### src/hw/sim_mem_pkg.sv
package sim_mem_pkg;

  localparam int unsigned AddrWidth   = 32;
  localparam int unsigned DataWidth   = 64;
  localparam int unsigned StrbWidth   = DataWidth / 8;
  localparam int unsigned IdWidth     = 4;
  localparam int unsigned LenWidth    = 8;
  localparam int unsigned SizeWidth   = 3;
  localparam int unsigned MemWords    = 1024;
  localparam int unsigned MemIdxWidth = $clog2(MemWords);

  // Address map, both alias into the memory
  localparam logic [AddrWidth-1:0] UartAddr = 32'hC000_0000;
  localparam logic [AddrWidth-1:0] EocAddr  = 32'hD000_0000;

  typedef logic [AddrWidth-1:0]   addr_t;
  typedef logic [DataWidth-1:0]   data_t;
  typedef logic [StrbWidth-1:0]   strb_t;
  typedef logic [IdWidth-1:0]     id_t;
  typedef logic [LenWidth-1:0]    len_t;
  typedef logic [SizeWidth-1:0]   size_t;
  typedef logic [MemIdxWidth-1:0] mem_idx_t;

  typedef enum logic [1:0] {
    RESP_OKAY   = 2'b00,
    RESP_EXOKAY = 2'b01,
    RESP_SLVERR = 2'b10,
    RESP_DECERR = 2'b11
  } axi_resp_e;

  typedef enum logic [1:0] {
    BURST_FIXED = 2'b00,
    BURST_INCR  = 2'b01,
    BURST_WRAP  = 2'b10
  } axi_burst_e;

  // Next beat address, every burst type stepped as INCR
  function automatic addr_t step_addr(addr_t addr, size_t size);
    return ((addr >> size) + addr_t'(1)) << size;
  endfunction

  function automatic mem_idx_t word_idx(addr_t addr);
    return addr[MemIdxWidth+2:3];
  endfunction

endpackage

### src/hw/mem_write_if.sv
`timescale 1ns/100ps

interface mem_write_if;
  import sim_mem_pkg::*;

  // One strobe per accepted W beat, memory always accepts
  logic  wr_en;
  addr_t wr_addr;
  data_t wr_data;
  strb_t wr_strb;

  modport source (output wr_en, wr_addr, wr_data, wr_strb);
  modport sink (input wr_en, wr_addr, wr_data, wr_strb);
  modport monitor (input wr_en, wr_addr, wr_data, wr_strb);

endinterface

### src/hw/axi_write_engine.sv
`timescale 1ns/100ps

module axi_write_engine (
  input  logic                    clk,
  input  logic                    rst_i,
  input  sim_mem_pkg::id_t        aw_id_i,
  input  sim_mem_pkg::addr_t      aw_addr_i,
  input  sim_mem_pkg::len_t       aw_len_i,
  input  sim_mem_pkg::size_t      aw_size_i,
  input  sim_mem_pkg::axi_burst_e aw_burst_i,
  input  logic                    aw_valid_i,
  output logic                    aw_ready_o,
  input  sim_mem_pkg::data_t      w_data_i,
  input  sim_mem_pkg::strb_t      w_strb_i,
  input  logic                    w_valid_i,
  output logic                    w_ready_o,
  output sim_mem_pkg::id_t        b_id_o,
  output sim_mem_pkg::axi_resp_e  b_resp_o,
  output logic                    b_valid_o,
  input  logic                    b_ready_i,
  mem_write_if.source             mem_w
);
  import sim_mem_pkg::*;

  typedef enum logic [1:0] {
    WR_IDLE,
    WR_DATA,
    WR_RESP
  } wr_state_e;

  wr_state_e state_q;
  len_t      beats_q;
  id_t       id_q;
  addr_t     addr_q;
  size_t     size_q;
  logic      aw_fire;
  logic      w_fire;

  assign aw_ready_o = (state_q == WR_IDLE);
  assign w_ready_o  = (state_q == WR_DATA);
  assign b_valid_o  = (state_q == WR_RESP);
  assign b_id_o     = id_q;
  assign b_resp_o   = RESP_OKAY;

  // aw_burst_i is accepted as is, stepping is always INCR
  assign aw_fire = aw_valid_i && aw_ready_o;
  assign w_fire  = w_valid_i && w_ready_o;

  assign mem_w.wr_en   = w_fire;
  assign mem_w.wr_addr = addr_q;
  assign mem_w.wr_data = w_data_i;
  assign mem_w.wr_strb = w_strb_i;

  always_ff @(posedge clk) begin
    if (rst_i) begin
      state_q <= WR_IDLE;
      beats_q <= '0;
    end else begin
      case (state_q)
        WR_IDLE: begin
          if (aw_fire) begin
            state_q <= WR_DATA;
            beats_q <= aw_len_i;
          end
        end
        WR_DATA: begin
          if (w_fire) begin
            // Burst ends on the beat count, not on w_last
            if (beats_q == '0) begin
              state_q <= WR_RESP;
            end else begin
              beats_q <= beats_q - len_t'(1);
            end
          end
        end
        WR_RESP: begin
          if (b_ready_i) begin
            state_q <= WR_IDLE;
          end
        end
        default: state_q <= WR_IDLE;
      endcase
    end
  end

  always_ff @(posedge clk) begin
    if (aw_fire) begin
      id_q   <= aw_id_i;
      addr_q <= aw_addr_i;
      size_q <= aw_size_i;
    end else if (w_fire) begin
      addr_q <= step_addr(addr_q, size_q);
    end
  end

endmodule

### src/flat_wrapper.sv
// flat-port wrapper written by rule: the top's interface ports become plain ports
module axi_write_engine_flat import sim_mem_pkg::*;
  (clk, rst_i, aw_id_i, aw_addr_i, aw_len_i, aw_size_i, aw_burst_i, aw_valid_i, aw_ready_o, w_data_i, w_strb_i, w_valid_i, w_ready_o, b_id_o, b_resp_o, b_valid_o, b_ready_i, mem_w_wr_en, mem_w_wr_addr, mem_w_wr_data, mem_w_wr_strb);
  mem_write_if mem_w_i ();
  input  logic clk;
  input  logic rst_i;
  input  sim_mem_pkg::id_t aw_id_i;
  input  sim_mem_pkg::addr_t aw_addr_i;
  input  sim_mem_pkg::len_t aw_len_i;
  input  sim_mem_pkg::size_t aw_size_i;
  input  sim_mem_pkg::axi_burst_e aw_burst_i;
  input  logic aw_valid_i;
  output logic aw_ready_o;
  input  sim_mem_pkg::data_t w_data_i;
  input  sim_mem_pkg::strb_t w_strb_i;
  input  logic w_valid_i;
  output logic w_ready_o;
  output sim_mem_pkg::id_t b_id_o;
  output sim_mem_pkg::axi_resp_e b_resp_o;
  output logic b_valid_o;
  input  logic b_ready_i;
  output wire logic [$bits(mem_w_i.wr_en)-1:0] mem_w_wr_en;
  output wire logic [$bits(mem_w_i.wr_addr)-1:0] mem_w_wr_addr;
  output wire logic [$bits(mem_w_i.wr_data)-1:0] mem_w_wr_data;
  output wire logic [$bits(mem_w_i.wr_strb)-1:0] mem_w_wr_strb;
  assign mem_w_wr_en = mem_w_i.wr_en;
  assign mem_w_wr_addr = mem_w_i.wr_addr;
  assign mem_w_wr_data = mem_w_i.wr_data;
  assign mem_w_wr_strb = mem_w_i.wr_strb;
  axi_write_engine u_core (.clk(clk), .rst_i(rst_i), .aw_id_i(aw_id_i), .aw_addr_i(aw_addr_i), .aw_len_i(aw_len_i), .aw_size_i(aw_size_i), .aw_burst_i(aw_burst_i), .aw_valid_i(aw_valid_i), .aw_ready_o(aw_ready_o), .w_data_i(w_data_i), .w_strb_i(w_strb_i), .w_valid_i(w_valid_i), .w_ready_o(w_ready_o), .b_id_o(b_id_o), .b_resp_o(b_resp_o), .b_valid_o(b_valid_o), .b_ready_i(b_ready_i), .mem_w(mem_w_i));
endmodule
### config.mk
export PLATFORM = sky130hd
export DESIGN_NAME = axi_write_engine_flat
export DESIGN_NICKNAME = d
export VERILOG_FILES = /design/src/hw/sim_mem_pkg.sv /design/src/hw/mem_write_if.sv /design/src/hw/axi_write_engine.sv /design/src/flat_wrapper.sv
export SDC_FILE = /design/constraint.sdc
export NUM_CORES = 1
export LEC_CHECK = 0
export BUFFER_PORTS_ARGS = -buffer_cell sky130_fd_sc_hd__buf_4
export CORE_UTILIZATION = 45
export CTS_CLUSTER_DIAMETER = 80
export DETAILED_ROUTE_END_ITERATION = 16
export PLACE_DENSITY = 0.74
export SKIP_LAST_GASP = 1
export SYNTH_ARGS = -nofsm -noshare
export SYNTH_HDL_FRONTEND = slang
export SYNTH_SLANG_ARGS = --single-unit
### constraint.sdc
create_clock -name clk -period 7.4 [get_ports clk]
set_input_delay 1.11 -clock clk [delete_from_list [all_inputs] [get_ports clk]]
set_output_delay 1.11 -clock clk [all_outputs]
set_load 0.005 [all_outputs]
Word-level counts from Yosys, hierarchy flattened:

Cells that the tools add are included.

* add/sub/neg operators: 2
* equality and inequality tests: 7
* shifts and indexed selects: 2
* multiplexer cells: 11
* reductions and logical operators: 8

Operators by type and width (number)
* 32-bit 2-to-1 mux: 2
* 32-bit by 1-bit adder with 32-bit output, second input constant: 1
* 32-bit by 3-bit << shifter with 32-bit output: 1
* 32-bit by 3-bit right shift with 32-bit output: 1
* 8-bit 2-to-1 mux: 3
* 8-bit case mux with 2 select lines: 1
* 8-bit zero test: 1
* 2-bit 2-to-1 mux: 4
* 2-bit != test, second input constant: 4
* 4-bit AND reduction: 2
* 8-bit by 1-bit subtractor with 8-bit output, second input constant: 1
* 2-bit case mux with 3 select lines: 1
* 2-bit nonzero test: 2
* 2-bit by 1-bit equality test with 1-bit output, second input constant: 1
* 2-bit equality test, second input constant: 1
* 1-bit logical AND: 2
* 2-bit zero test: 1
* 2-bit by 1-bit != test with 1-bit output, second input constant: 1

* register bits: 49
* logic and storage cells: 35

Longest topological paths before layout:

* depth after elaboration: 5
* gate-level depth with buffers: 18
* mapped depth without buffers: 13

Least setup slack after synthesis:

Ideal clock, no wire load.

* kind: reg-to-reg
* start: register u_core.size_q[1]
* end: register u_core.addr_q[25], in the netlist u_core.mem_w.wr_addr[25], data pin
* library setup time: 0.261 ns
* arrival time: 3.555 ns
* required time: 7.139 ns
* slack: 3.584 ns
* cell stages (with the launch flop): 18
* buffers on the path: 4
* period minus slack after synthesis: 3.816 ns
* cells stage by stage: edfxtp_1 -> clkbuf_8 -> buf_2 -> inv_1 -> clkbuf_1 -> nor2_1 -> o31a_1 -> inv_1 -> ha_1 -> inv_1 -> nor3_4 -> nand4_4 -> buf_6 -> nor4_4 -> xnor2_1 -> mux4_2 -> a22oi_1 -> o21ai_1

* longest elaborated chain between the ends: 5

RTL lines
* start, declared: RTL line axi_write_engine.sv:35 `size_t size_q;`
* start signal, assigned: RTL line axi_write_engine.sv:90 `size_q <= aw_size_i;`
* 32-bit by 3-bit right shift with 32-bit output: RTL line sim_mem_pkg.sv:39 `return ((addr >> size) + addr_t'(1)) << size;`
* 32-bit by 1-bit adder with 32-bit output: RTL line sim_mem_pkg.sv:39
* 32-bit by 3-bit << shifter with 32-bit output (*): RTL line sim_mem_pkg.sv:39
* 32-bit 2-to-1 mux (*): RTL line axi_write_engine.sv:91 `end else if (w_fire) begin`
* 32-bit 2-to-1 mux (*): RTL line axi_write_engine.sv:87 `if (aw_fire) begin`
* end signal, assigned: RTL line axi_write_engine.sv:89 `addr_q <= aw_addr_i;`
* end signal, assigned: RTL line axi_write_engine.sv:92 `addr_q <= step_addr(addr_q, size_q);`
* end, declared: RTL line axi_write_engine.sv:34 `addr_t addr_q;`

Mark *: on every way between the ends. The rest lies on a longest branch, timed or not. The select of a mux whose other input is x is not followed.
A chain may end at the register's enable or synchronous reset.

Worst setup path after layout:

* start: register u_core.size_q[0]
* end: register u_core.addr_q[12], in the netlist u_core.mem_w.wr_addr[12], data pin

Same word-level chain as after synthesis.

==> results.md <==
- Clk root buf: clkbuf_16
- RSZ-0062 raised after global routing: false
- Area growth syn-to-layout: 4.228%
- CP Capture Type: flop
- Routed len/inst: 23.27 um
- Post-synthesis cell count: 713
- Post-CTS resize count: 0
- Synth async-reset ratio: 0
- Crit path kind: flop to flop
- Fmax: 211.2 MHz
- CTS buffer count: 5
- TNS Setup: 0 ns
- Fin crit period: 4.736 ns
- Vias/cell: 6.641
- Starting density of the core: 0.4682
- Die Wd: 123.1 um
- Latest clock arrival within the worst-skew pair: 0.30 ns
- Detailed Place HPWL: 15270 um
- Yosys top cell area share: 0.1774
- Antenna cell count: 0
- M1 WL: 8255 um
- # DRC: 0
- Worst-path fanout max: 50
- Chip Height: 123.1 um
- Avg Cell Area, Syn: 9.257 um2
- Synth cell count leaders: buf_4, nand2_1, nor2_1
- Placed insts: 876
- Tot Pwr: 1.559 mW
- Routed WL: 20570 um
- Reg2Reg Launch Point: u_core.size_q[0]
- Clock Skew: 0.005134 ns
- Setup crit start kind: flop
- Met2 WL: 9655 um
- Wire length on met3: 2155 um
- First-pass GRT wire length: 31280 um
- Via count: 5871
- Fin area: 6879 um2
- Synth Warn #: 0
- Crit path from: u_core.size_q[0]
- EDFF count, synth: 39
- Cts hold-fix bufs: 0
- Final Hold Fails: 0
- # clock sinks: 49
- Slew Limit Headroom: 0.3506
- Hold Path Class: flop to flop
- Final #Nets: 832
- Grt ovf: 0
- Synth Cell Area: 6600 um2
- CTS tree: yes
- Drt first-iter violations: 723
- IO Port Bufs: 91
- Rows: 43
- Leakage: 2.651 nW
- Clk pin slew, worst setup/hold paths: 0.07 ns
- Hold path start: u_core.beats_q[1]
- Slew Limit Fails: 0
- Tightest Pin Transition: 0.9706 ns
- Max_cap viols: 0
- Core area: 14100 um2
- Cell taking the most area after synthesis: edfxtp_1
- Main flop type after synthesis: edfxtp_1
- Vias in the first global route: 5517
- Status: complete, no violations
- Remaining antenna violation count: 0
- Ranking of synthesized cells by area: edfxtp_1, buf_4, mux4_2, mux4_1, mux2i_1
- Top Metal Used: met4
- H-tree levels: 2
- Worst IR Drop VDD: 0.1012 mV
- Fin util: 0.4880
- Critical path arrival: 4.80 ns
- Initial antenna violation count: 0
- Die area: 15150 um2
- Largest net degree at the start of global routing: 51
- Final setup fails: 0
- Pre-antenna DRT Iters: 5
- Sequential area share after synthesis: 0.2078
- Distinct cell type count after synthesis: 87
- PD cells: 226.6 nW/um2
- Placed cell area: 6685 um2
- Post-CTS setup buffers: 0
- Layout cells sized above 1: 0.2599
- Routability cong.: 0.9592
- Most common cell in the netlist: buf_4
- Synth Register Bits: 49
- CTS Buffer Depth: 2
- Worst path required time: 7.46 ns
- Gr usage total: 0.2739
- Final Cycle Share: 0.6400
- Final Non-Filler Cells: 884
- IO Pins: 240
## final timing paths
| path | to | slack (ns) | cells after the start |
|---|---|---|---|
| worst max register to register | u_core.mem_w.wr_addr[12] | 2.66 | 11 |
| worst min register to register | u_core.beats_q[1] | 0.53 | 2 |
| worst min-delay path | u_core.beats_q[1] | 0.53 | 2 |
| worst max-delay path | u_core.mem_w.wr_addr[12] | 2.66 | 11 |
## state kept, by name, indices dropped and copies added, names as in the netlist
register              cells
u_core.b_id_o             4
u_core.mem_w.wr_addr     32
u_core.state_q            2
u_core.beats_q            8
u_core.size_q             3
## where the power goes
group / total [mW] / internal [mW] / switching, mW
logic: 0.805 / 0.360 / 0.446
clock network: 0.310 / 0.195 / 0.115
registers: 0.443 / 0.361 / 0.0825
## worst max-delay path, stage by stage (launching register included)
cell and delay, ns:
edfxtp_1 0.65, buf_4 0.67, buf_4 0.49, nand2b_1 0.19, o22ai_2 0.10, a211oi_1 0.80
nor4_1 0.28, and4_1 0.26, a311oi_1 0.55, mux2_1 0.23, nand2_1 0.06, a22o_1 0.20
## stage by stage
step                      hold WS [ns]  worst slack (ns)
after floorplan                 0.4878             3.584
after detailed placement        0.5161             2.777
final                           0.5271             2.664
after global routing            0.5631             2.477
after global placement          0.5076             2.895
after CTS                       0.5260             2.787
## layout by cell type, fill, tap and decap left out, types with 6 or more instances in the layout
master | synthesis | routed
mux4_2 | 20 | 20
o21ai_0 | 24 | 24
nand3_1 | 22 | 22
mux4_1 | 17 | 17
a22oi_1 | 13 | 13
o211ai_1 | 6 | 6
a31oi_1 | 7 | 7
nor3_1 | 13 | 13
nor4_1 | 12 | 12
mux2_2 | 28 | 28
mux2i_1 | 43 | 43
nand2_1 | 69 | 69
buf_4 | 74 | 102
and3_1 | 11 | 11
xnor2_1 | 14 | 14
dfxtp_1 | 10 | 10
edfxtp_1 | 39 | 39
xor2_1 | 7 | 7
a21oi_1 | 23 | 23
a211oi_1 | 12 | 12
inv_1 | 13 | 13
and2_1 | 7 | 7
nand4_1 | 9 | 9
a32oi_1 | 8 | 8
a22o_1 | 6 | 6
nor2_1 | 50 | 50
o22ai_1 | 9 | 9
## cell type report
cell class              count  area, um2
repair buffers            102      765.7
clock inverters             3      68.82
well taps                 180      225.2
clock buffers               5      125.1
flip-flops and latches     49       1371
fillers                  1347       7217
multi-input cells         531       4270
inverters                  14      52.55
## cells by family after synthesis
kind of cell             share of synthesized area
AND/OR/NAND/NOR                             0.1848
AO/OA/AOI/OAI                               0.1769
buffers and inverters                       0.1458
multiplexers                                0.2506
flip-flops                                  0.2078
XOR/XNOR                                   0.02787
adder cells (fa/ha/maj)                   0.005688
other                                    0.0005682
## routing by layer
| layer | GRT usage | vias to the layer above |
|---|---|---|
| met5 | 0 | - |
| met4 | 0.08886 | 0 |
| met3 | 0.05443 | 46 |
| met2 | 0.4396 | 367 |
| met1 | 0.3697 | 2796 |
| li1 | - | 2662 |
Power figures use the tool's default switching activity.
