**src/hw/sim_mem_pkg.sv**
```systemverilog
package sim_mem_pkg;

  localparam int unsigned AddrWidth   = 32;
  localparam int unsigned DataWidth   = 64;
  localparam int unsigned StrbWidth   = DataWidth / 8;
  localparam int unsigned IdWidth     = 4;
  localparam int unsigned LenWidth    = 8;
  localparam int unsigned SizeWidth   = 3;
  localparam int unsigned MemWords    = 1024;
  localparam int unsigned MemIdxWidth = $clog2(MemWords);

  // Address map, both alias into the memory
  localparam logic [AddrWidth-1:0] UartAddr = 32'hC000_0000;
  localparam logic [AddrWidth-1:0] EocAddr  = 32'hD000_0000;

  typedef logic [AddrWidth-1:0]   addr_t;
  typedef logic [DataWidth-1:0]   data_t;
  typedef logic [StrbWidth-1:0]   strb_t;
  typedef logic [IdWidth-1:0]     id_t;
  typedef logic [LenWidth-1:0]    len_t;
  typedef logic [SizeWidth-1:0]   size_t;
  typedef logic [MemIdxWidth-1:0] mem_idx_t;

  typedef enum logic [1:0] {
    RESP_OKAY   = 2'b00,
    RESP_EXOKAY = 2'b01,
    RESP_SLVERR = 2'b10,
    RESP_DECERR = 2'b11
  } axi_resp_e;

  typedef enum logic [1:0] {
    BURST_FIXED = 2'b00,
    BURST_INCR  = 2'b01,
    BURST_WRAP  = 2'b10
  } axi_burst_e;

  // Next beat address, every burst type stepped as INCR
  function automatic addr_t step_addr(addr_t addr, size_t size);
    return ((addr >> size) + addr_t'(1)) << size;
  endfunction

  function automatic mem_idx_t word_idx(addr_t addr);
    return addr[MemIdxWidth+2:3];
  endfunction

endpackage

```
**src/hw/mem_write_if.sv**
```systemverilog
`timescale 1ns/100ps

interface mem_write_if;
  import sim_mem_pkg::*;

  // One strobe per accepted W beat, memory always accepts
  logic  wr_en;
  addr_t wr_addr;
  data_t wr_data;
  strb_t wr_strb;

  modport source (output wr_en, wr_addr, wr_data, wr_strb);
  modport sink (input wr_en, wr_addr, wr_data, wr_strb);
  modport monitor (input wr_en, wr_addr, wr_data, wr_strb);

endinterface

```
**src/hw/mmio_sink.sv**
```systemverilog
`timescale 1ns/100ps

module mmio_sink (
  input  logic        clk,
  input  logic        rst_i,
  mem_write_if.monitor mem_w,
  output logic        uart_valid_o,
  output logic [7:0]  uart_char_o,
  output logic        eoc_o
);
  import sim_mem_pkg::*;

  logic uart_hit;
  logic eoc_hit;

  // Console takes the low byte only
  assign uart_hit = mem_w.wr_en && (mem_w.wr_addr == UartAddr) && mem_w.wr_strb[0];
  assign eoc_hit  = mem_w.wr_en && (mem_w.wr_addr == EocAddr);

  always_ff @(posedge clk) begin
    if (rst_i) begin
      uart_valid_o <= 1'b0;
      uart_char_o  <= '0;
      eoc_o        <= 1'b0;
    end else begin
      uart_valid_o <= uart_hit;
      if (uart_hit) begin
        uart_char_o <= mem_w.wr_data[7:0];
      end
      // Sticky until reset
      eoc_o <= eoc_o || eoc_hit;
    end
  end

endmodule

```
**src/flat_wrapper.sv**
```systemverilog
// flat-port wrapper written by rule: the top's interface ports become plain ports
module mmio_sink_flat import sim_mem_pkg::*;
  (clk, rst_i, uart_valid_o, uart_char_o, eoc_o, mem_w_wr_en, mem_w_wr_addr, mem_w_wr_data, mem_w_wr_strb);
  mem_write_if mem_w_i ();
  input  logic clk;
  input  logic rst_i;
  output logic uart_valid_o;
  output logic [7:0] uart_char_o;
  output logic eoc_o;
  input wire logic [$bits(mem_w_i.wr_en)-1:0] mem_w_wr_en;
  input wire logic [$bits(mem_w_i.wr_addr)-1:0] mem_w_wr_addr;
  input wire logic [$bits(mem_w_i.wr_data)-1:0] mem_w_wr_data;
  input wire logic [$bits(mem_w_i.wr_strb)-1:0] mem_w_wr_strb;
  assign mem_w_i.wr_en = mem_w_wr_en;
  assign mem_w_i.wr_addr = mem_w_wr_addr;
  assign mem_w_i.wr_data = mem_w_wr_data;
  assign mem_w_i.wr_strb = mem_w_wr_strb;
  mmio_sink u_core (.clk(clk), .rst_i(rst_i), .mem_w(mem_w_i), .uart_valid_o(uart_valid_o), .uart_char_o(uart_char_o), .eoc_o(eoc_o));
endmodule
```
**config.mk**
```make
export PLATFORM = sky130hd
export DESIGN_NAME = mmio_sink_flat
export DESIGN_NICKNAME = d
export VERILOG_FILES = /design/src/hw/sim_mem_pkg.sv /design/src/hw/mem_write_if.sv /design/src/hw/mmio_sink.sv /design/src/flat_wrapper.sv
export SDC_FILE = /design/constraint.sdc
export NUM_CORES = 1
export LEC_CHECK = 0
export BUFFER_PORTS_ARGS = -buffer_cell sky130_fd_sc_hd__buf_2
export CORE_MARGIN = 1.5
export CORE_UTILIZATION = 25
export DETAILED_ROUTE_END_ITERATION = 16
export PLACE_DENSITY = 0.85
export SYNTH_ARGS = -nofsm -noshare
export SYNTH_HDL_FRONTEND = slang
export SYNTH_SLANG_ARGS = --single-unit
```
**constraint.sdc**
```tcl
create_clock -name clk -period 2.5 [get_ports clk]
set_input_delay 0.375 -clock clk [delete_from_list [all_inputs] [get_ports clk]]
set_output_delay 0.375 -clock clk [all_outputs]
set_load 0.005 [all_outputs]
```
## Word-level counts from Yosys, hierarchy flattened

Cells that the tools add are included.

| word-level totals | value |
|---|---|
| input bits | 107 |
| word-level logic and storage cells | 9 |
| register bits | 10 |
| output and inout port bits | 10 |

| cells by class | value |
|---|---|
| eq/ne operators | 2 |
| reductions and logical operators | 4 |

Operators by type and width:

| operator | number |
|---|---|
| $eq A32 B32 Y1 const B | 2 |
| $logic_and A1 B1 Y1 | 3 |
| $logic_or A1 B1 Y1 | 1 |

## Longest topological paths before layout

Gate-level depths: netlist of the first run.

| depth | value |
|---|---|
| depth after elaboration | 3 |
| depth in mapped cells | 4 |

## Worst setup path before layout of the first run

No wires, ideal clock.

| path | value |
|---|---|
| kind | input port to flip-flop |
| start point | input mem_w_wr_addr[6] |
| end point | register u_core.uart_char_o[0] |
| arrival | 1614 ps |
| stages on the path | 4 |
| required time | 2428 ps |
| buffers on the path | 0 |
| path slack | 814 ps |
| cell sequence | nor4_2 -> nand4_1 -> nor4_4 -> mux2i_1 |

| between the ends | value |
|---|---|
| cells in the longest elaborated chain, start to end | 3 |

RTL lines:

| element | line | text |
|---|---|---|
| start, declared | flat_wrapper.sv:11 | `input wire logic [$bits(mem_w_i.wr_addr)-1:0] mem_w_wr_addr;` |
| $eq A32 B32 Y1 | mmio_sink.sv:17 | `assign uart_hit = mem_w.wr_en && (mem_w.wr_addr == UartAddr) && mem_w.wr_strb[0];` |
| $logic_and A1 B1 Y1 (2 in a row) | mmio_sink.sv:17 |  |
| end signal, assigned | mmio_sink.sv:28 | `uart_char_o <= mem_w.wr_data[7:0];` |
| end, declared | mmio_sink.sv:8 | `output logic [7:0] uart_char_o,` |

No other way between the ends.
A chain may end at the register's enable or synchronous reset.

## Worst setup path in the final report of the first run

| path | value |
|---|---|
| start point | input mem_w_wr_addr[10] |
| end point | register u_core.uart_char_o[3] |

Same word-level chain as after synthesis.

==> summary.txt, run 1 <==
Outcome
  • Status: complete, no violations

Pwr
  • Static leakage: 0.402 nW
  • Tot Pwr: 0.000315 W
  • Seq pwr share: 50.6%
  • Part of the power in the clock network: 33.6%
  • Logic pwr share: 15.8%
  • P per Cell Area: 369 nW/µm²
  • Int Power: 0.000247 W
  • Max VDD drop: 0.000242 V
  • Switch Pwr: 0.0000677 W
  • Sw Ratio: 21.5%

Final layout
  • Antenna cells: 0
  • Nets: 218
  • Most common cell after layout, fill and taps aside: buf_2
  • Synthesis-to-finish area growth: 60.5%
  • Most frequent cells in the layout: buf_2 (53), nand2b_1 (18), dfxtp_1 (10)
  • Share of layout cells above drive strength 1: 56.9%
  • Fin area: 853 µm²
  • Non-Filler Instances: 136

Place
  • Buffers on Ports: 53
  • Dpl hpwl: 1210 µm
  • Area after DPL: 831 µm²
  • Dpl cells: 133
  • Final Wtd Congestion: 0.583

Clock network
  • Post-cts sizing count: 0
  • CTS tree: done
  • Hold-fix buffers, CTS: 0
  • Root buf cell: clkbuf_4
  • Worst-path clk slew: 0.06 ns
  • Worst-Skew Late Latency: 0.25 ns
  • Longest Clk Path Bufs: 2
  • TritonCTS buffer count: 3
  • Clock net sink count: 10
  • CTS H-tree lvls: 1
  • Setup repair bufs after CTS: 0

Floorplanning
  • Die width: 49.1 µm
  • Initial Utilization: 26.8%
  • Core Rows: 16
  • Ports: 117
  • Core Area: 1980 µm²
  • Die ar.: 2410 µm²
  • Die Y: 49.1 µm

STA
  • Tightest Pin Transition: 0.235 ns
  • Final setup vio count: 0
  • Final min period: 1.49 ns
  • Fmax: 673 MHz
  • Clk_skew: 0 ns
  • Unrepaired setup endpoints after global routing: false
  • Final Hold Fails: 0
  • Slew Limit Fails: 0
  • Setup TNS: 0 ns
  • Tcrit/Tclk final: 59.5%
  • Max_slew headroom: 84.2%

Global route
  • GR Layer Usage met2: 25.2%
  • Grt met3 use: 2.45%
  • Initial antenna violation count: 0
  • Largest net degree at the start of global routing: 20
  • First-pass GRT wire length: 2480 µm
  • M1 GR Usage: 13.5%
  • Total track usage: 14.0%
  • Vias in the first global route: 571
  • Total gr overflow: 0
  • GR peak layer: met2

Synthesis
  • Sequential cell area fraction in the yosys report: 37.6%
  • Main combinational cell family by area after synthesis: simple AND/OR/NAND/NOR gates
  • Post-synthesis compound-gate area fraction: 1.18%
  • Synth Area in Adders: 0%
  • Count of cell types in the netlist: 16
  • Syn Area/Cell: 9.85 µm²
  • #FFs+latches synth: 10
  • Post-Synth XOR/XNOR Area: 0%
  • Yosys warns: 0
  • Mux cell area share after synthesis: 15.1%
  • Post-Synthesis Cells: 54
  • Netlist Area Pre-Place: 532 µm²
  • Synth Area in Simple Gates: 44.0%
  • Synthesized Nets: 161

Worst setup path
  • Crit-path cells: buf_2 > nor4_2 > nand4_1 > nor4_4 > buf_4 > mux2i_1
  • CP max stage cell: nor4_4
  • WS Path Type: in2reg
  • Worst path max stage delay: 0.30 ns
  • Crit path capture type: flop
  • Critical Path AT: 1.67 ns
  • WP data required: 2.68 ns
  • Startpoint types: primary input
  • Peak fanout along the critical path: 8

Flow run
  • # Max-Cap Violations: 0

Route
  • Vias per inst: 4.32
  • DRC viols: 0
  • Final ANT Viol Nets: 0
  • Detailed Route WL: 1450 µm
  • Initial DRC Count: 9
  • Pre-antenna DRT Iters: 4
  • Wire per inst: 10.6 µm
  • Via count: 588

Hold path
  • Min-delay worst type: in2reg
## logic make-up (layout without fill, tap and decap cells)
| kind of cell | after synthesis | count (layout) |
|---|---|---|
| muxes | 8 | 8 |
| and+or+nand+nor | 32 | 32 |
| buffers and inverters | 3 | 58 |
| AOI/OAI and AO/OA | 1 | 1 |
| DFF | 10 | 10 |
## metal layers
| metal | vias up | share of wire, % |
|---|---|---|
| li1 | 304 | - |
| met1 | 262 | 38 |
| met2 | 18 | 55 |
| met3 | 4 | 3.5 |
| met4 | 0 | 3.5 |
| met5 | - | 0 |
## state kept, by name (all words and copies together), names as in the netlist
| register | flops |
|---|---|
| u_core.eoc_o | 1 |
| u_core.uart_char_o | 8 |
| u_core.uart_valid_o | 1 |
## final cells by class
class | count | area (µm²)
Fill cell | 204 | 1130
Multi-Input combinational cell | 41 | 320
Inverter | 1 | 3.75
Clock buffer | 3 | 22.5
Timing Repair Buffer | 54 | 273
Tap cell | 27 | 33.8
Sequential cell | 10 | 200
## through the flow
step | hold WS [ns] | setup slack, ns | utilization [%]
2_1_floorplan | 0.465 | 0.814 | -
3_3_place_gp | 0.456 | 0.783 | 41.9
3_5_place_dp | 0.462 | 0.739 | 41.9
4_1_cts | 0.364 | 1.01 | 43.1
5_1_grt | 0.367 | 0.895 | 43.1
6_report | 0.370 | 1.01 | 43.1
## worst paths after layout
path	depth (start not counted)	from	to	slack (ns)
worst min-delay path	3	mem_w_wr_data[0]	u_core.uart_char_o[0]	0.37
worst max-delay path	6	mem_w_wr_addr[10]	u_core.uart_char_o[3]	1.01
worst min register to register	2	u_core.uart_char_o[7]	u_core.uart_char_o[7]	0.47
worst max register to register	2	u_core.eoc_o	u_core.eoc_o	1.91
## power groups by stage
| stage | Sequential [W] | Clock, W | Combinational (W) |
|---|---|---|---|
| floorplan | 0.000163 | 0 | 0.0000154 |
| global placement | 0.000163 | 0 | 0.0000483 |
| detailed placement | 0.000163 | 0 | 0.0000500 |
| CTS | 0.000159 | 0.000110 | 0.0000501 |
| global route | 0.000159 | 0.000122 | 0.0000549 |
| finish | 0.000159 | 0.000106 | 0.0000497 |
## critical path, delay by kind of cell
kind	cells	cell delay (ns)
buffers and inverters	2	0.33
muxes	1	0.20
and+or+nand+nor	3	0.76
## cell usage after synthesis
cell type,instances,area (µm²)
mux2i_1,8,80.1
dfxtp_1,10,200
nor2_1,1,3.75
nor3_1,2,10.0
inv_1,1,3.75
or3_1,1,6.26
nand2b_1,18,113
and4b_1,1,10.0
o22ai_1,1,6.26
nand4_1,2,12.5
clkbuf_1,1,3.75
nor4_1,2,12.5
buf_1,1,3.75
or3_2,1,7.51
nor4_4,1,21.3
nor4_2,3,37.5
(Power assumes the default switching activity.)
==> run 2: changes to the inputs <==
--- a/config.mk
+++ b/config.mk
@@ -7,9 +7,9 @@
 export LEC_CHECK = 0
 export BUFFER_PORTS_ARGS = -buffer_cell sky130_fd_sc_hd__buf_2
 export CORE_MARGIN = 1.5
-export CORE_UTILIZATION = 25
+export CORE_UTILIZATION = 21
 export DETAILED_ROUTE_END_ITERATION = 16
-export PLACE_DENSITY = 0.85
+export PLACE_DENSITY = 0.76
 export SYNTH_ARGS = -nofsm -noshare
 export SYNTH_HDL_FRONTEND = slang
 export SYNTH_SLANG_ARGS = --single-unit
==> constraint.sdc (replaced) <==
create_clock -name clk -period 1.35 [get_ports clk]
set_input_delay 0.2025 -clock clk [delete_from_list [all_inputs] [get_ports clk]]
set_output_delay 0.2025 -clock clk [all_outputs]
set_load 0.005 [all_outputs]
==> summary.txt, run 2 (synthesis results as in run 1) <==
Clock network
  • Worst-Skew Late Latency: 0.26 ns (about the same)
  • CTS tree: done
  • TritonCTS buffer count: 3 (unchanged)
  • Worst-path clk slew: 0.07 ns (about the same)
  • Setup repair bufs after CTS: 0 (unchanged)
  • Clock net sink count: 10 (unchanged)
  • Hold-fix buffers, CTS: 0 (unchanged)
  • Longest Clk Path Bufs: 2 (unchanged)
  • CTS H-tree lvls: 1 (unchanged)
  • Root buf cell: clkbuf_4

Final layout
  • Fin area: 958 µm² (+12%)
  • Max reg flops: 8 (unchanged)
  • Antenna cells: 0 (unchanged)
  • Synthesis-to-finish area growth: 80.2%
  • Share of layout cells above drive strength 1: 59.5% (+2.6 points)
  • Top Registers: u_core.uart_char_o x8, u_core.eoc_o x1, u_core.uart_valid_o x1
  • Nets: 219 (+0.46%)
  • Most frequent cells in the layout: buf_2 (47), nand2b_1 (18), dfxtp_1 (10)
  • Most common cell after layout, fill and taps aside: buf_2
  • Fill cell count: 265 (+30%)
  • Largest Register: u_core.uart_char_o

Worst setup path
  • R2R Path End: u_core.eoc_o
  • WS Path Type: in2reg
  • WP data required: 1.54 ns (-1.14 ns)
  • Startpoint types: primary input
  • R2r setup slk: 0.75 ns (-1.16 ns)
  • Critical Path AT: 1.49 ns (-0.18 ns)
  • Peak fanout along the critical path: 3 (-5)
  • Reg2reg start: u_core.eoc_o
  • Reg2Reg Depth: 2 (unchanged)
  • Crit path capture type: flop

Global route
  • Initial antenna violation count: 0 (unchanged)
  • M1 GR Usage: 12.4% (-1.2 points)
  • Grt met3 use: 5.93% (+3.5 points)
  • Vias in the first global route: 625 (+9.5%)
  • Largest net degree at the start of global routing: 20 (unchanged)
  • First-pass GRT wire length: 2400 µm (-3.3%)
  • Total track usage: 11.7% (-2.3 points)
  • Total gr overflow: 0 (unchanged)
  • GR Layer Usage met2: 20.2% (-5.1 points)
  • GR peak layer: met2

STA
  • Tcrit/Tclk final: 95.9%
  • Tightest Pin Transition: 0.246 ns (+0.0110 ns)
  • Max_slew headroom: 83.5% (-0.71 points)
  • Final Hold Fails: 0 (unchanged)
  • Clk_skew: 0 ns (unchanged)
  • Fmax: 772 MHz
  • Slew Limit Fails: 0 (unchanged)
  • PnR worst setup slack: 0.0550 ns (-0.958 ns)
  • Final min period: 1.29 ns
  • Unrepaired setup endpoints after global routing: true
  • Final hold slack: 0.194 ns (-0.175 ns)
  • Final setup vio count: 0 (unchanged)

Hold path
  • Min-delay worst type: in2reg
  • Hold Path Sink: u_core.uart_char_o[3]
  • Worst hold path startpoint: mem_w_wr_data[3]
  • Hold path cells: 3 (unchanged)

Place
  • DP Worst Slack: -0.236 ns (-0.975 ns)
  • Area after DPL: 863 µm² (+3.9%)
  • Buffers on Ports: 53 (unchanged)
  • Dpl hpwl: 1280 µm (+6.0%)
  • Final Wtd Congestion: 0.673 (+15%)

Route
  • Pre-antenna DRT Iters: 4 (unchanged)
  • Wire per inst: 10.9 µm (+2.1%)
  • Final ANT Viol Nets: 0 (unchanged)
  • DRC viols: 0 (unchanged)
  • Initial DRC Count: 9 (unchanged)
  • Detailed Route WL: 1530 µm (+5.9%)
  • Vias per inst: 4.32 (-0.10%)
  • Via count: 609 (+3.6%)

Pwr
  • P per Cell Area: 713 nW/µm² (+93%)
  • Max VDD drop: 0.000487 V (+100%)
  • Static leakage: 0.434 nW (+7.9%)

Flow run
  • # Max-Cap Violations: 0 (unchanged)

Floorplanning
  • Die width: 53.3 µm (+8.6%)
  • Die ar.: 2840 µm² (+18%)
  • Core Area: 2430 µm² (+23%)
  • Ports: 117 (unchanged)
  • Die Y: 53.3 µm (+8.6%)
  • Core Rows: 18 (+2)
  • Initial Utilization: 21.9% (-5.0 points)

Outcome
  • Status: complete, no violations
[run 2: changes by cell type in the layout (fill, tap and decap cells not counted), sizes merged]
cell	change
clkbuf	+1
buf	+1
[run 2: worst max path at each step]
stage	end	start	slack, ns
global placement	u_core.uart_char_o[5]	mem_w_wr_addr[23]	-0.18
floorplan	u_core.uart_char_o[0]	mem_w_wr_addr[23]	-0.16
global route	u_core.uart_char_o[4]	mem_w_wr_addr[13]	-0.04
CTS	u_core.uart_char_o[5]	mem_w_wr_addr[17]	0.05
finish	u_core.uart_char_o[6]	mem_w_wr_addr[13]	0.06
detailed placement	u_core.uart_char_o[5]	mem_w_wr_addr[17]	-0.24
[run 2: worst max-delay path, cell delays in order]
cell and delay (ns):
buf_6 0.10, nor4_4 0.27, nand4_1 0.21, nor4_4 0.35, buf_4 0.19, mux2i_1 0.17
[run 2: cell type report]
cell class	count	area [µm²]	share of cell area (%)
well taps	30	37.5	3.92
inverters	1	3.75	0.392
multi-input cells	41	359	37.5
repair buffers	55	322	33.6
clock buffers	4	36.3	3.79
flip-flops and latches	10	200	20.9
[run 2: per-layer routing]
layer	part of all wire (%)	up-vias
met5	0	-
met4	0	0
met3	11	0
met2	54	33
met1	36	269
li1	-	307
[run 2: report_power, final]
group                switching, W  leakage (nW)  internal, W
Clock                    0.000108        0.0210     0.000164
Sequential     0.0000000000000166        0.0805     0.000295
Combinational           0.0000427         0.332    0.0000735
Total                    0.000151         0.434     0.000532
[run 2: timing repair]
action | 4_1_cts | 5_1_grt
endpoints found under the setup margin | 0 | 4
resized for setup | 0 | 9
endpoints found under the hold margin | 0 | 0
[run 2: per-stage QoR]
| stage | utilization (%) | instances | setup TNS [ns] | power (W) |
|---|---|---|---|---|
| after floorplan | - | 54 | -1.27 | 0.000332 |
| after global placement | 35.5 | 137 | -1.56 | 0.000398 |
| after detailed placement | 35.5 | 137 | -1.91 | 0.000402 |
| after CTS | 37.0 | 141 | 0 | 0.000683 |
| after global routing | 39.4 | 141 | -0.150 | 0.000720 |
| final | 39.4 | 141 | 0 | 0.000683 |
