===== src/hw/sim_mem_pkg.sv =====
package sim_mem_pkg;

  localparam int unsigned AddrWidth   = 32;
  localparam int unsigned DataWidth   = 64;
  localparam int unsigned StrbWidth   = DataWidth / 8;
  localparam int unsigned IdWidth     = 4;
  localparam int unsigned LenWidth    = 8;
  localparam int unsigned SizeWidth   = 3;
  localparam int unsigned MemWords    = 1024;
  localparam int unsigned MemIdxWidth = $clog2(MemWords);

  // Address map, both alias into the memory
  localparam logic [AddrWidth-1:0] UartAddr = 32'hC000_0000;
  localparam logic [AddrWidth-1:0] EocAddr  = 32'hD000_0000;

  typedef logic [AddrWidth-1:0]   addr_t;
  typedef logic [DataWidth-1:0]   data_t;
  typedef logic [StrbWidth-1:0]   strb_t;
  typedef logic [IdWidth-1:0]     id_t;
  typedef logic [LenWidth-1:0]    len_t;
  typedef logic [SizeWidth-1:0]   size_t;
  typedef logic [MemIdxWidth-1:0] mem_idx_t;

  typedef enum logic [1:0] {
    RESP_OKAY   = 2'b00,
    RESP_EXOKAY = 2'b01,
    RESP_SLVERR = 2'b10,
    RESP_DECERR = 2'b11
  } axi_resp_e;

  typedef enum logic [1:0] {
    BURST_FIXED = 2'b00,
    BURST_INCR  = 2'b01,
    BURST_WRAP  = 2'b10
  } axi_burst_e;

  // Next beat address, every burst type stepped as INCR
  function automatic addr_t step_addr(addr_t addr, size_t size);
    return ((addr >> size) + addr_t'(1)) << size;
  endfunction

  function automatic mem_idx_t word_idx(addr_t addr);
    return addr[MemIdxWidth+2:3];
  endfunction

endpackage


===== src/hw/axi_read_engine.sv =====
`timescale 1ns/100ps

module axi_read_engine (
  input  logic                    clk,
  input  logic                    rst_i,
  input  sim_mem_pkg::id_t        ar_id_i,
  input  sim_mem_pkg::addr_t      ar_addr_i,
  input  sim_mem_pkg::len_t       ar_len_i,
  input  sim_mem_pkg::size_t      ar_size_i,
  input  sim_mem_pkg::axi_burst_e ar_burst_i,
  input  logic                    ar_valid_i,
  output logic                    ar_ready_o,
  output sim_mem_pkg::id_t        r_id_o,
  output sim_mem_pkg::data_t      r_data_o,
  output sim_mem_pkg::axi_resp_e  r_resp_o,
  output logic                    r_last_o,
  output logic                    r_valid_o,
  input  logic                    r_ready_i,
  output logic                    rd_en_o,
  output sim_mem_pkg::addr_t      rd_addr_o,
  input  sim_mem_pkg::data_t      rd_data_i
);
  import sim_mem_pkg::*;

  typedef enum logic [1:0] {
    RD_IDLE,
    RD_FETCH,
    RD_SEND
  } rd_state_e;

  rd_state_e state_q;
  len_t      beats_q;
  id_t       id_q;
  addr_t     addr_q;
  size_t     size_q;
  logic      ar_fire;
  logic      r_fire;

  // ar_burst_i is accepted as is, stepping is always INCR
  assign ar_fire = ar_valid_i && ar_ready_o;
  assign r_fire  = r_valid_o && r_ready_i;

  assign ar_ready_o = (state_q == RD_IDLE);
  assign rd_en_o    = (state_q == RD_FETCH);
  assign rd_addr_o  = addr_q;

  // Memory output register holds the word while R stalls
  assign r_valid_o = (state_q == RD_SEND);
  assign r_data_o  = rd_data_i;
  assign r_id_o    = id_q;
  assign r_resp_o  = RESP_OKAY;
  assign r_last_o  = r_valid_o && (beats_q == '0);

  always_ff @(posedge clk) begin
    if (rst_i) begin
      state_q <= RD_IDLE;
      beats_q <= '0;
    end else begin
      case (state_q)
        RD_IDLE: begin
          if (ar_fire) begin
            state_q <= RD_FETCH;
            beats_q <= ar_len_i;
          end
        end
        RD_FETCH: state_q <= RD_SEND;
        RD_SEND: begin
          if (r_fire) begin
            if (beats_q == '0) begin
              state_q <= RD_IDLE;
            end else begin
              state_q <= RD_FETCH;
              beats_q <= beats_q - len_t'(1);
            end
          end
        end
        default: state_q <= RD_IDLE;
      endcase
    end
  end

  always_ff @(posedge clk) begin
    if (ar_fire) begin
      id_q   <= ar_id_i;
      addr_q <= ar_addr_i;
      size_q <= ar_size_i;
    end else if (r_fire) begin
      addr_q <= step_addr(addr_q, size_q);
    end
  end

endmodule


===== config.mk =====
export PLATFORM = sky130hd
export DESIGN_NAME = axi_read_engine
export DESIGN_NICKNAME = d
export VERILOG_FILES = /design/src/hw/sim_mem_pkg.sv /design/src/hw/axi_read_engine.sv
export SDC_FILE = /design/constraint.sdc
export NUM_CORES = 1
export LEC_CHECK = 0
export BUFFER_PORTS_ARGS = -buffer_cell sky130_fd_sc_hd__buf_4
export CORE_UTILIZATION = 51
export DETAILED_ROUTE_END_ITERATION = 10
export PLACE_DENSITY = 0.81
export RECOVER_POWER = 50
export SLEW_MARGIN = 20
export SYNTH_ARGS = -nofsm -noshare
export SYNTH_HDL_FRONTEND = slang
export SYNTH_SLANG_ARGS = --single-unit
export TNS_END_PERCENT = 1

===== constraint.sdc =====
create_clock -name clk -period 5.12 [get_ports clk]
set_input_delay 0.256 -clock clk [delete_from_list [all_inputs] [get_ports clk]]
set_output_delay 0.256 -clock clk [all_outputs]
set_load 0.02 [all_outputs]

=== Yosys cells after proc, flatten, opt, wreduce, memory -nomap -nowiden ===
Index checks and enable logic that the tools add are counted.

* Logic and storage cells: 33
* Output and inout bits: 106
* Input port bits: 117
* Bits in registers: 49

* Shift-type cells: 2
* Reduce and logical (&&, ||, !) cells: 9
* Equality and inequality tests: 5
* Add/sub/neg operators: 2
* Mux-type cells: 10

{| class="wikitable"
|+ Operators with widths
! cell !! count
|-
| $mux 32 || 2
|-
| $add 32x1->32 const B || 1
|-
| $shl 32x3->32 || 1
|-
| $shr 32x3->32 || 1
|-
| $mux 8 || 3
|-
| $pmux 8 s2 || 1
|-
| $logic_not 8->1 || 1
|-
| $sub 8x1->8 const B || 1
|-
| $pmux 2 s3 || 1
|-
| $mux 2 || 2
|-
| $ne 2x1->1 const B || 2
|-
| $reduce_and 4->1 || 1
|-
| $reduce_bool 2->1 || 2
|-
| $logic_and 1x1->1 || 3
|-
| $eq 2x1->1 const B || 1
|-
| $eq 2x2->1 const B || 1
|-
| $logic_not 2->1 || 1
|-
| $ne 2x2->1 const B || 1
|-
| $reduce_and 2->1 || 1
|-
| $mux 1 || 1
|}

=== Depth between registers and ports, before layout ===
Gate-level depths: netlist of run 1.

* Word-level depth: 5
* Mapped depth: 15
* Gate-level depth less buffers: 11

=== Least setup slack after synthesis of run 1 ===
No wires, ideal clock.

* Path type: reg2reg
* From: reg size_q[2]
* To: reg addr_q[28], in the netlist rd_addr_o[28], data pin
* Clock period less this slack: 4.108 ns
* Data required time: 4.860 ns
* Slack: 1.012 ns
* Buffers on the path: 5
* Setup time: 0.260 ns
* Arrival time: 3.848 ns
* Cell stages (with the launch flop): 16
* Cell sequence: edfxtp_1 -> clkbuf_1 -> buf_2 -> buf_2 -> buf_2 -> buf_1 -> nand2_1 -> nand2_1 -> ha_1 -> o211a_1 -> nand4_1 -> or2_2 -> xnor2_1 -> mux2i_1 -> mux4_2 -> mux2_2

* Cells in the longest elaborated chain, start to end: 5

{| class="wikitable"
|+ Ends and longest elaborated chain
! what !! RTL line !! text
|-
| from (decl) || axi_read_engine.sv:35 || <nowiki>size_t size_q;</nowiki>
|-
| from (signal assigned) || axi_read_engine.sv:86 || <nowiki>size_q <= ar_size_i;</nowiki>
|-
| $shr 32x3->32 || sim_mem_pkg.sv:39 || <nowiki>return ((addr >> size) + addr_t'(1)) << size;</nowiki>
|-
| $add 32x1->32 || sim_mem_pkg.sv:39 ||
|-
| $shl 32x3->32 * || sim_mem_pkg.sv:39 ||
|-
| $mux 32 * || axi_read_engine.sv:87 || <nowiki>end else if (r_fire) begin</nowiki>
|-
| $mux 32 * || axi_read_engine.sv:83 || <nowiki>if (ar_fire) begin</nowiki>
|-
| to (signal assigned) || axi_read_engine.sv:85 || <nowiki>addr_q <= ar_addr_i;</nowiki>
|-
| to (signal assigned) || axi_read_engine.sv:88 || <nowiki>addr_q <= step_addr(addr_q, size_q);</nowiki>
|-
| to (decl) || axi_read_engine.sv:34 || <nowiki>addr_t addr_q;</nowiki>
|}

Every way passes the cells marked *; elsewhere a longest branch is shown, timed or not. The select of a mux whose other input is x is not followed.
A chain may end at the register's enable or synchronous reset.

=== Worst setup path after layout of run 1 ===
* From: reg size_q[0]
* To: reg addr_q[28], in the netlist rd_addr_o[28], data pin

The elaborated chain is that of the path after synthesis.

==> flow_summary_export.csv, run 1 <==
group,metric,value,unit
status,outcome,"finished clean",
yosys,synthAdderAreaFrac,0.6279,%
sta,tightest_slew,0.9007,ns
worst_setup_path,r2r_slack,0.63,ns
power_and_ir_drop,switchingPower,830.9,uW
cells_and_area,diodes,0,
worst_setup_path,cp_cell_sequence,"mux2i_1 > mux4_2 > inv_1 > ha_1 > o211a_1 > nand4_1 > or2_2 > xnor2_1 > mux2i_1 > mux4_2 > mux2_2",
yosys,synth-xor-area-share,4.249,%
sta,setup_viol,0,
yosys,muxShareOfSynthArea,26.43,%
sta,maxSlewViolCount,0,
routing,viasPerCell,6.799,
sta,fin_crit,4.495,ns
global_routing,antenna_found_initial,0,
worst_setup_path,crit_slowest_cell,"edfxtp_1",
cts,post_cts_buffers,0,
global_routing,grt_max_degree,38,
yosys,synth_cells,654,
yosys,synth-compound-area-share,16.43,%
worst_setup_path,cp-start-kind,"flop",
yosys,synth-warning-count,0,
sta,skew,0.004432,ns
routing,drc,0,
global_routing,grt_pass1_vias,5172,
cells_and_area,area_delta_synth_final,5.086,%
routing,dr.first_iter.drc_count,794,
yosys,synthSimpleGateAreaFrac,16.37,%
die,fp.dieArea,12160,sq um
worst_setup_path,r2r_cells,11,
routing,routed-wl-met2,7.836,mm
power_and_ir_drop,internal-power,1139,uW
die,fp.dieH,110.3,um
place,hpwlAfterDp,12.75,mm
cells_and_area,nNetsFinal,778,
global_routing,grt_usage,28.59,%
cts,cts_buffers,5,
power_and_ir_drop,swShare,42.19,%
die,start_util,52.36,%
routing,ant_nets,0,
cells_and_area,layout-drive-gt1-share,24.13,%
cts,cts_htree_levels,2,
flow_run,timing.max_cap.violations,0,
cts,cts_root_buf,"clkbuf_16",
worst_hold_path,holdPathEnd,"size_q[2]",
sta,fmax,0.2225,GHz
yosys,synth.avg_cell_area,9.141,sq um
worst_setup_path,r2r-start,"size_q[0]",
worst_hold_path,whs_path_depth,1,
routing,wl_met3,1.925,mm
die,coreArea,11420,sq um
place,io_buffers,90,
power_and_ir_drop,powerDensity,313.5,nW/um^2
cts,clockBufferDepth,2,
cts,cts_resized,0,
routing,vias,5453,
worst_setup_path,cp_num_buf_inv,1,
power_and_ir_drop,p_comb_share,51.8,%
cts,cts.clk_slew.worst_paths,0.07,ns
yosys,netlist_area,5978,sq um
place,gp_congestion,0.9150,
worst_hold_path,hold_path_class,"in2reg",
yosys,synth-edff-count,39,
sta,final_hold_viol_count,0,
cells_and_area,finish.instance_area,6282,sq um
yosys,yosys_register_bits,49,
yosys,ys_types,71,
global_routing,grt_pass1_wl,26.80,mm
sta,setup_ws,0.6253,ns
routing,drt-pass1-iter-count,5,
cells_and_area,fillCellCount,1025,
worst_setup_path,critical-path-top-delay-family,"multiplexers",
power_and_ir_drop,vdd.ir_drop.worst,0.1347,mV
place,place_ws,0.7373,ns
yosys,ys_async_sr_fraction,0,%
worst_setup_path,cp_max_fo,17,
die,fp-row-count,39,
global_routing,grt-ovfl-total,0,
worst_setup_path,cp.arrival,4.55,ns
worst_setup_path,slowest_delay,0.87,ns
routing,wl_met1,6.817,mm
die,die_w,110.3,um
sta,slew_headroom,39.89,%
power_and_ir_drop,power_frac_seq,30.7,%
worst_setup_path,reg2reg_to,"rd_addr_o[28]",
place,postPlaceCellArea,6223,sq um
yosys,synth_top_family_by_area,"multiplexers",
worst_hold_path,min-delay-start,"ar_size_i[2]",
worst_setup_path,cp-end-kind,"flop",
cts,cts_sinks,49,
yosys,ys_seq_area_share,22.94,%
power_and_ir_drop,power.total,1970,uW
routing,maxUsedRoutingLayer,"met4",
sta,fin_tns_setup,0,ns
worst_setup_path,path_class,"reg2reg",
power_and_ir_drop,p_leak,0.002386,uW
cts,holdBufCountCts,0,
yosys,synthFlopType,"edfxtp_1",
power_and_ir_drop,pwr-share-clk,17.5,%
cts,clock_latency,0.30,ns
routing,wl,17.12,mm
sta,fin_crit_sh,87.79,%
sta,rsz0062_at_grt,"false",
cts,tritoncts,"yes",
routing,wl_per_cell,21.35,um
worst_setup_path,cp.required,5.17,ns
die,io_pins,223,
[worst max path at each step]
stage / startpoint / to / slack, ns / cells after the start
3_5_place_dp: size_q[0] / rd_addr_o[24] / 0.74 / 11
3_3_place_gp: size_q[0] / rd_addr_o[28] / 0.84 / 11
4_1_cts: size_q[0] / rd_addr_o[28] / 0.71 / 11
6_report: size_q[0] / rd_addr_o[28] / 0.63 / 11
5_1_grt: size_q[0] / rd_addr_o[28] / 0.41 / 11
2_1_floorplan: size_q[2] / rd_addr_o[28] / 1.01 / 15
[logic make-up (layout without fill, tap and decap cells)]
group                      Yosys count  in the layout
other                                1              2
xor gates and xnor gates            29             29
muxes                              109            109
adders and majority gates            3              3
DFF                                 49             49
AOI/OAI and AO/OA                  140            140
buffers and inverters              121            125
and+or+nand+nor                    202            202
[cells in the mapped netlist, types with 4 or more instances]
cell type	n	area, sq um
buf_4	67	503.0
nor2_1	57	214.0
nand2_1	54	202.7
mux2i_1	45	450.4
edfxtp_1	39	1171
a21oi_1	33	165.2
mux2_2	30	337.8
mux4_2	27	608.1
nand3_1	23	115.1
clkbuf_1	20	75.07
o21ai_0	18	90.09
xor2_1	15	131.4
nor3_1	14	70.07
xnor2_1	14	122.6
inv_1	11	41.29
dfxtp_1	10	200.2
buf_2	9	45.04
a22o_1	8	70.07
nand4_1	8	50.05
o22ai_1	8	50.05
a211oi_1	7	52.55
and2_1	7	43.79
buf_1	7	26.28
mux4_1	7	183.9
nor4_1	7	43.79
o211ai_1	7	52.55
a211o_1	6	52.55
nand2b_1	6	37.54
a31oi_1	5	31.28
buf_6	5	56.30
nor3b_1	5	37.54
o21a_1	5	37.54
a21o_1	4	30.03
nor3_2	4	40.04
o31ai_1	4	30.03
or2_2	4	25.02
[power by group through the flow]
stage,Clock (uW),Sequential [uW],Combinational (uW)
5_1_grt,365,608,1100
3_3_place_gp,0,603,985
6_report,345,604,1020
2_1_floorplan,0,619,774
4_1_cts,350,598,1020
3_5_place_dp,0,607,1010
[routing by layer]
metal	vias up	track usage (%)
met2	397	43.26
li1	2414	-
met5	-	0
met3	65	4.938
met1	2577	39.71
met4	0	13.25
[per-stage QoR]
| stage | std cells | util [%] | hold slack, ns |
|---|---|---|---|
| 4_1_cts | 802 | 55.81 | 0.1303 |
| 6_report | 802 | 55.02 | 0.1548 |
| 2_1_floorplan | 655 | - | 0.3549 |
| 3_3_place_gp | 794 | 54.50 | 0.4349 |
| 3_5_place_dp | 794 | 54.50 | 0.4356 |
| 5_1_grt | 802 | 55.02 | 0.1529 |
[placed cells by master, fill, tap and decap left out, types with 15 or more instances in the layout]
cell / netlist / routed
a21oi_1: 33 / 33
buf_4: 67 / 74
clkbuf_1: 20 / 25
edfxtp_1: 39 / 39
mux2_2: 30 / 30
mux2i_1: 45 / 45
mux4_2: 27 / 27
nand2_1: 54 / 54
nand3_1: 23 / 23
nor2_1: 57 / 57
o21ai_0: 18 / 18
xor2_1: 15 / 15
[sequential cells by signal, summed over array words and instances, names as in the netlist]
signal     flops
beats_q        8
r_id_o         4
rd_addr_o     32
size_q         3
state_q        2
[area by class of cell]
class	instances	area [sq um]	share of cell area [%]
clock inverters	1	6.256	0.09958
clock buffers	7	142.6	2.270
inverters	12	45.04	0.7170
well taps	143	178.9	2.848
multi-input cells	485	3840	61.12
flip-flops and latches	49	1371	21.83
repair buffers	105	698.2	11.11
(Power assumes the default switching activity.)
==> inputs of run 2 (changes only) <==
ABC_CLOCK_PERIOD_IN_PS = 5120   (was not set)
BUFFER_PORTS_ARGS = -buffer_cell sky130_fd_sc_hd__buf_2   (was -buffer_cell sky130_fd_sc_hd__buf_4)
==> run 2 against run 1 <==
  * First-iteration DRC count fell by 24%
  * Setup slack improved by 0.085 ns
  * Non-clock buffer count did not move
  * Routed wire length fell by 4.0%
  * Combinational power barely moved
  * Largest power group unchanged
  * Utilization fell by 1.2 points
  * Via count fell by 1.1%
==> flow_summary_export.csv, run 2 (synthesized netlist as in run 1, its figures left out) <==
group,metric,value,unit
status,outcome,"finished clean",
worst_setup_path,r2r-start,"size_q[2]",
worst_setup_path,cp-end-kind,"flop",
place,dpl.cell_count,794,
cts,clockBufferDepth,2,
cts,cts_sinks,49,
cells_and_area,layout-drive-gt1-share,24.13,%
global_routing,grt_pass1_vias,4942,
cells_and_area,fillCellCount,1035,
worst_setup_path,r2r_cells,12,
power_and_ir_drop,power.total,1983,uW
cts,tritoncts,"yes",
place,postPlaceCellArea,5998,sq um
sta,setup_viol,0,
worst_hold_path,holdPathEnd,"size_q[0]",
flow_run,timing.max_cap.violations,0,
routing,dr.first_iter.drc_count,602,
cells_and_area,nNetsFinal,778,
global_routing,antenna_found_initial,0,
sta,rsz0062_at_grt,"false",
die,fp.dieArea,12160,sq um
cells_and_area,diodes,0,
cells_and_area,largest_reg_flops,32,
worst_setup_path,crit_slowest_cell,"edfxtp_1",
worst_setup_path,cp.required,5.16,ns
routing,wl_per_cell,20.50,um
routing,drc,0,
sta,fin_crit,4.409,ns
worst_setup_path,cp-start-kind,"flop",
cells_and_area,final_cells,802,
die,fp-row-count,39,
routing,viasPerCell,6.726,
place,hpwlAfterDp,12.15,mm
global_routing,grt-ovfl-total,0,
cells_and_area,area_delta_synth_final,2.763,%
global_routing,grt_usage,26.87,%
sta,fmax,0.2268,GHz
sta,tightest_slew,1.062,ns
worst_setup_path,cp_num_buf_inv,2,
cts,clock_latency,0.29,ns
worst_setup_path,cp_max_fo,33,
worst_setup_path,cp.arrival,4.45,ns
sta,final_hold_viol_count,0,
die,coreArea,11420,sq um
die,io_pins,223,
power_and_ir_drop,vdd.ir_drop.worst,0.1682,mV
sta,maxSlewViolCount,0,
power_and_ir_drop,powerDensity,322.8,nW/um^2
worst_setup_path,cp_cell_sequence,"buf_4 > buf_4 > nand2_1 > nand2_1 > ha_1 > o211a_1 > nand4_1 > or2_2 > xnor2_1 > mux2i_1 > mux4_2 > mux2_2",
cells_and_area,final_common_cell,"buf_2",
die,fp.dieH,110.3,um
sta,slew_headroom,29.05,%
cts,cts_root_buf,"clkbuf_16",
cts,holdBufCountCts,0,
routing,drt-pass1-iter-count,5,
routing,vias,5394,
global_routing,grt_pass1_wl,25.37,mm
sta,fin_tns_setup,0,ns
sta,fin_crit_sh,86.12,%
worst_setup_path,slowest_delay,0.61,ns
worst_hold_path,min-delay-start,"ar_size_i[0]",
cells_and_area,finish.instance_area,6143,sq um
worst_hold_path,whs_path_depth,1,
cts,cts_htree_levels,2,
cells_and_area,mostFrequentLayoutCells,"buf_2 (65), nor2_1 (57), nand2_1 (54), mux2i_1 (45), edfxtp_1 (39)",
worst_setup_path,path_depth,12,
cts,cts_resized,0,
worst_setup_path,path_class,"reg2reg",
worst_setup_path,critical-path-top-delay-family,"simple AND/OR/NAND/NOR gates",
worst_setup_path,r2r_slack,0.71,ns
sta,skew,0.003425,ns
die,start_util,52.36,%
global_routing,grt_max_degree,38,
cts,cts_buffers,5,
sta,fin_hold_ws,0.1354,ns
worst_hold_path,hold_path_class,"in2reg",
place,io_buffers,90,
place,gp_congestion,0.9625,
routing,wl,16.44,mm
cts,post_cts_buffers,0,
worst_setup_path,reg2reg_to,"rd_addr_o[28]",
cts,cts.clk_slew.worst_paths,0.07,ns
routing,ant_nets,0,
die,die_w,110.3,um
power_and_ir_drop,p_leak,0.002339,uW
## run 2: changes by cell type in the layout (fill, tap and decap cells not counted), sizes merged
cell	delta
inv	-1
clkbuf	-7
bufinv	+1
clkinvlp	+1
buf	+6
## run 2: per-layer routing
layer / part of all wire [%] / global-route usage [%] / up-vias
li1: - / - / 2417
met1: 41 / 37.44 / 2603
met2: 45 / 41.53 / 316
met3: 11 / 4.409 / 58
met4: 3.0 / 10.81 / 0
met5: 0 / 0 / -
## run 2: layout make-up
cell class | count | area [sq um] | area share, %
multi-input cells | 485 | 3840 | 62.51
flip-flops and latches | 49 | 1371 | 22.32
repair buffers | 105 | 531.8 | 8.656
well taps | 143 | 178.9 | 2.912
clock buffers | 6 | 138.9 | 2.261
inverters | 12 | 45.04 | 0.7332
clock inverters | 2 | 37.54 | 0.6110
## run 2: how the worst max path moves through the flow
stage | start | to | slack (ns)
after detailed placement | size_q[0] | rd_addr_o[24] | 0.88
after floorplan | size_q[2] | rd_addr_o[28] | 1.01
after CTS | size_q[0] | rd_addr_o[28] | 0.84
final | size_q[2] | rd_addr_o[28] | 0.71
after global routing | size_q[0] | rd_addr_o[24] | 0.50
after global placement | size_q[0] | rd_addr_o[28] | 0.95
## run 2: metrics by stage
step	utilization (%)	setup WS (ns)
2_1_floorplan	-	1.012
3_3_place_gp	52.53	0.9535
3_5_place_dp	52.53	0.8753
4_1_cts	54.08	0.8431
5_1_grt	53.80	0.5034
6_report	53.80	0.7106
## run 2: power breakdown
group / switching [uW] / internal, uW / total [uW]
logic: 579 / 412 / 991
registers: 90.9 / 510 / 601
clock network: 147 / 244 / 391
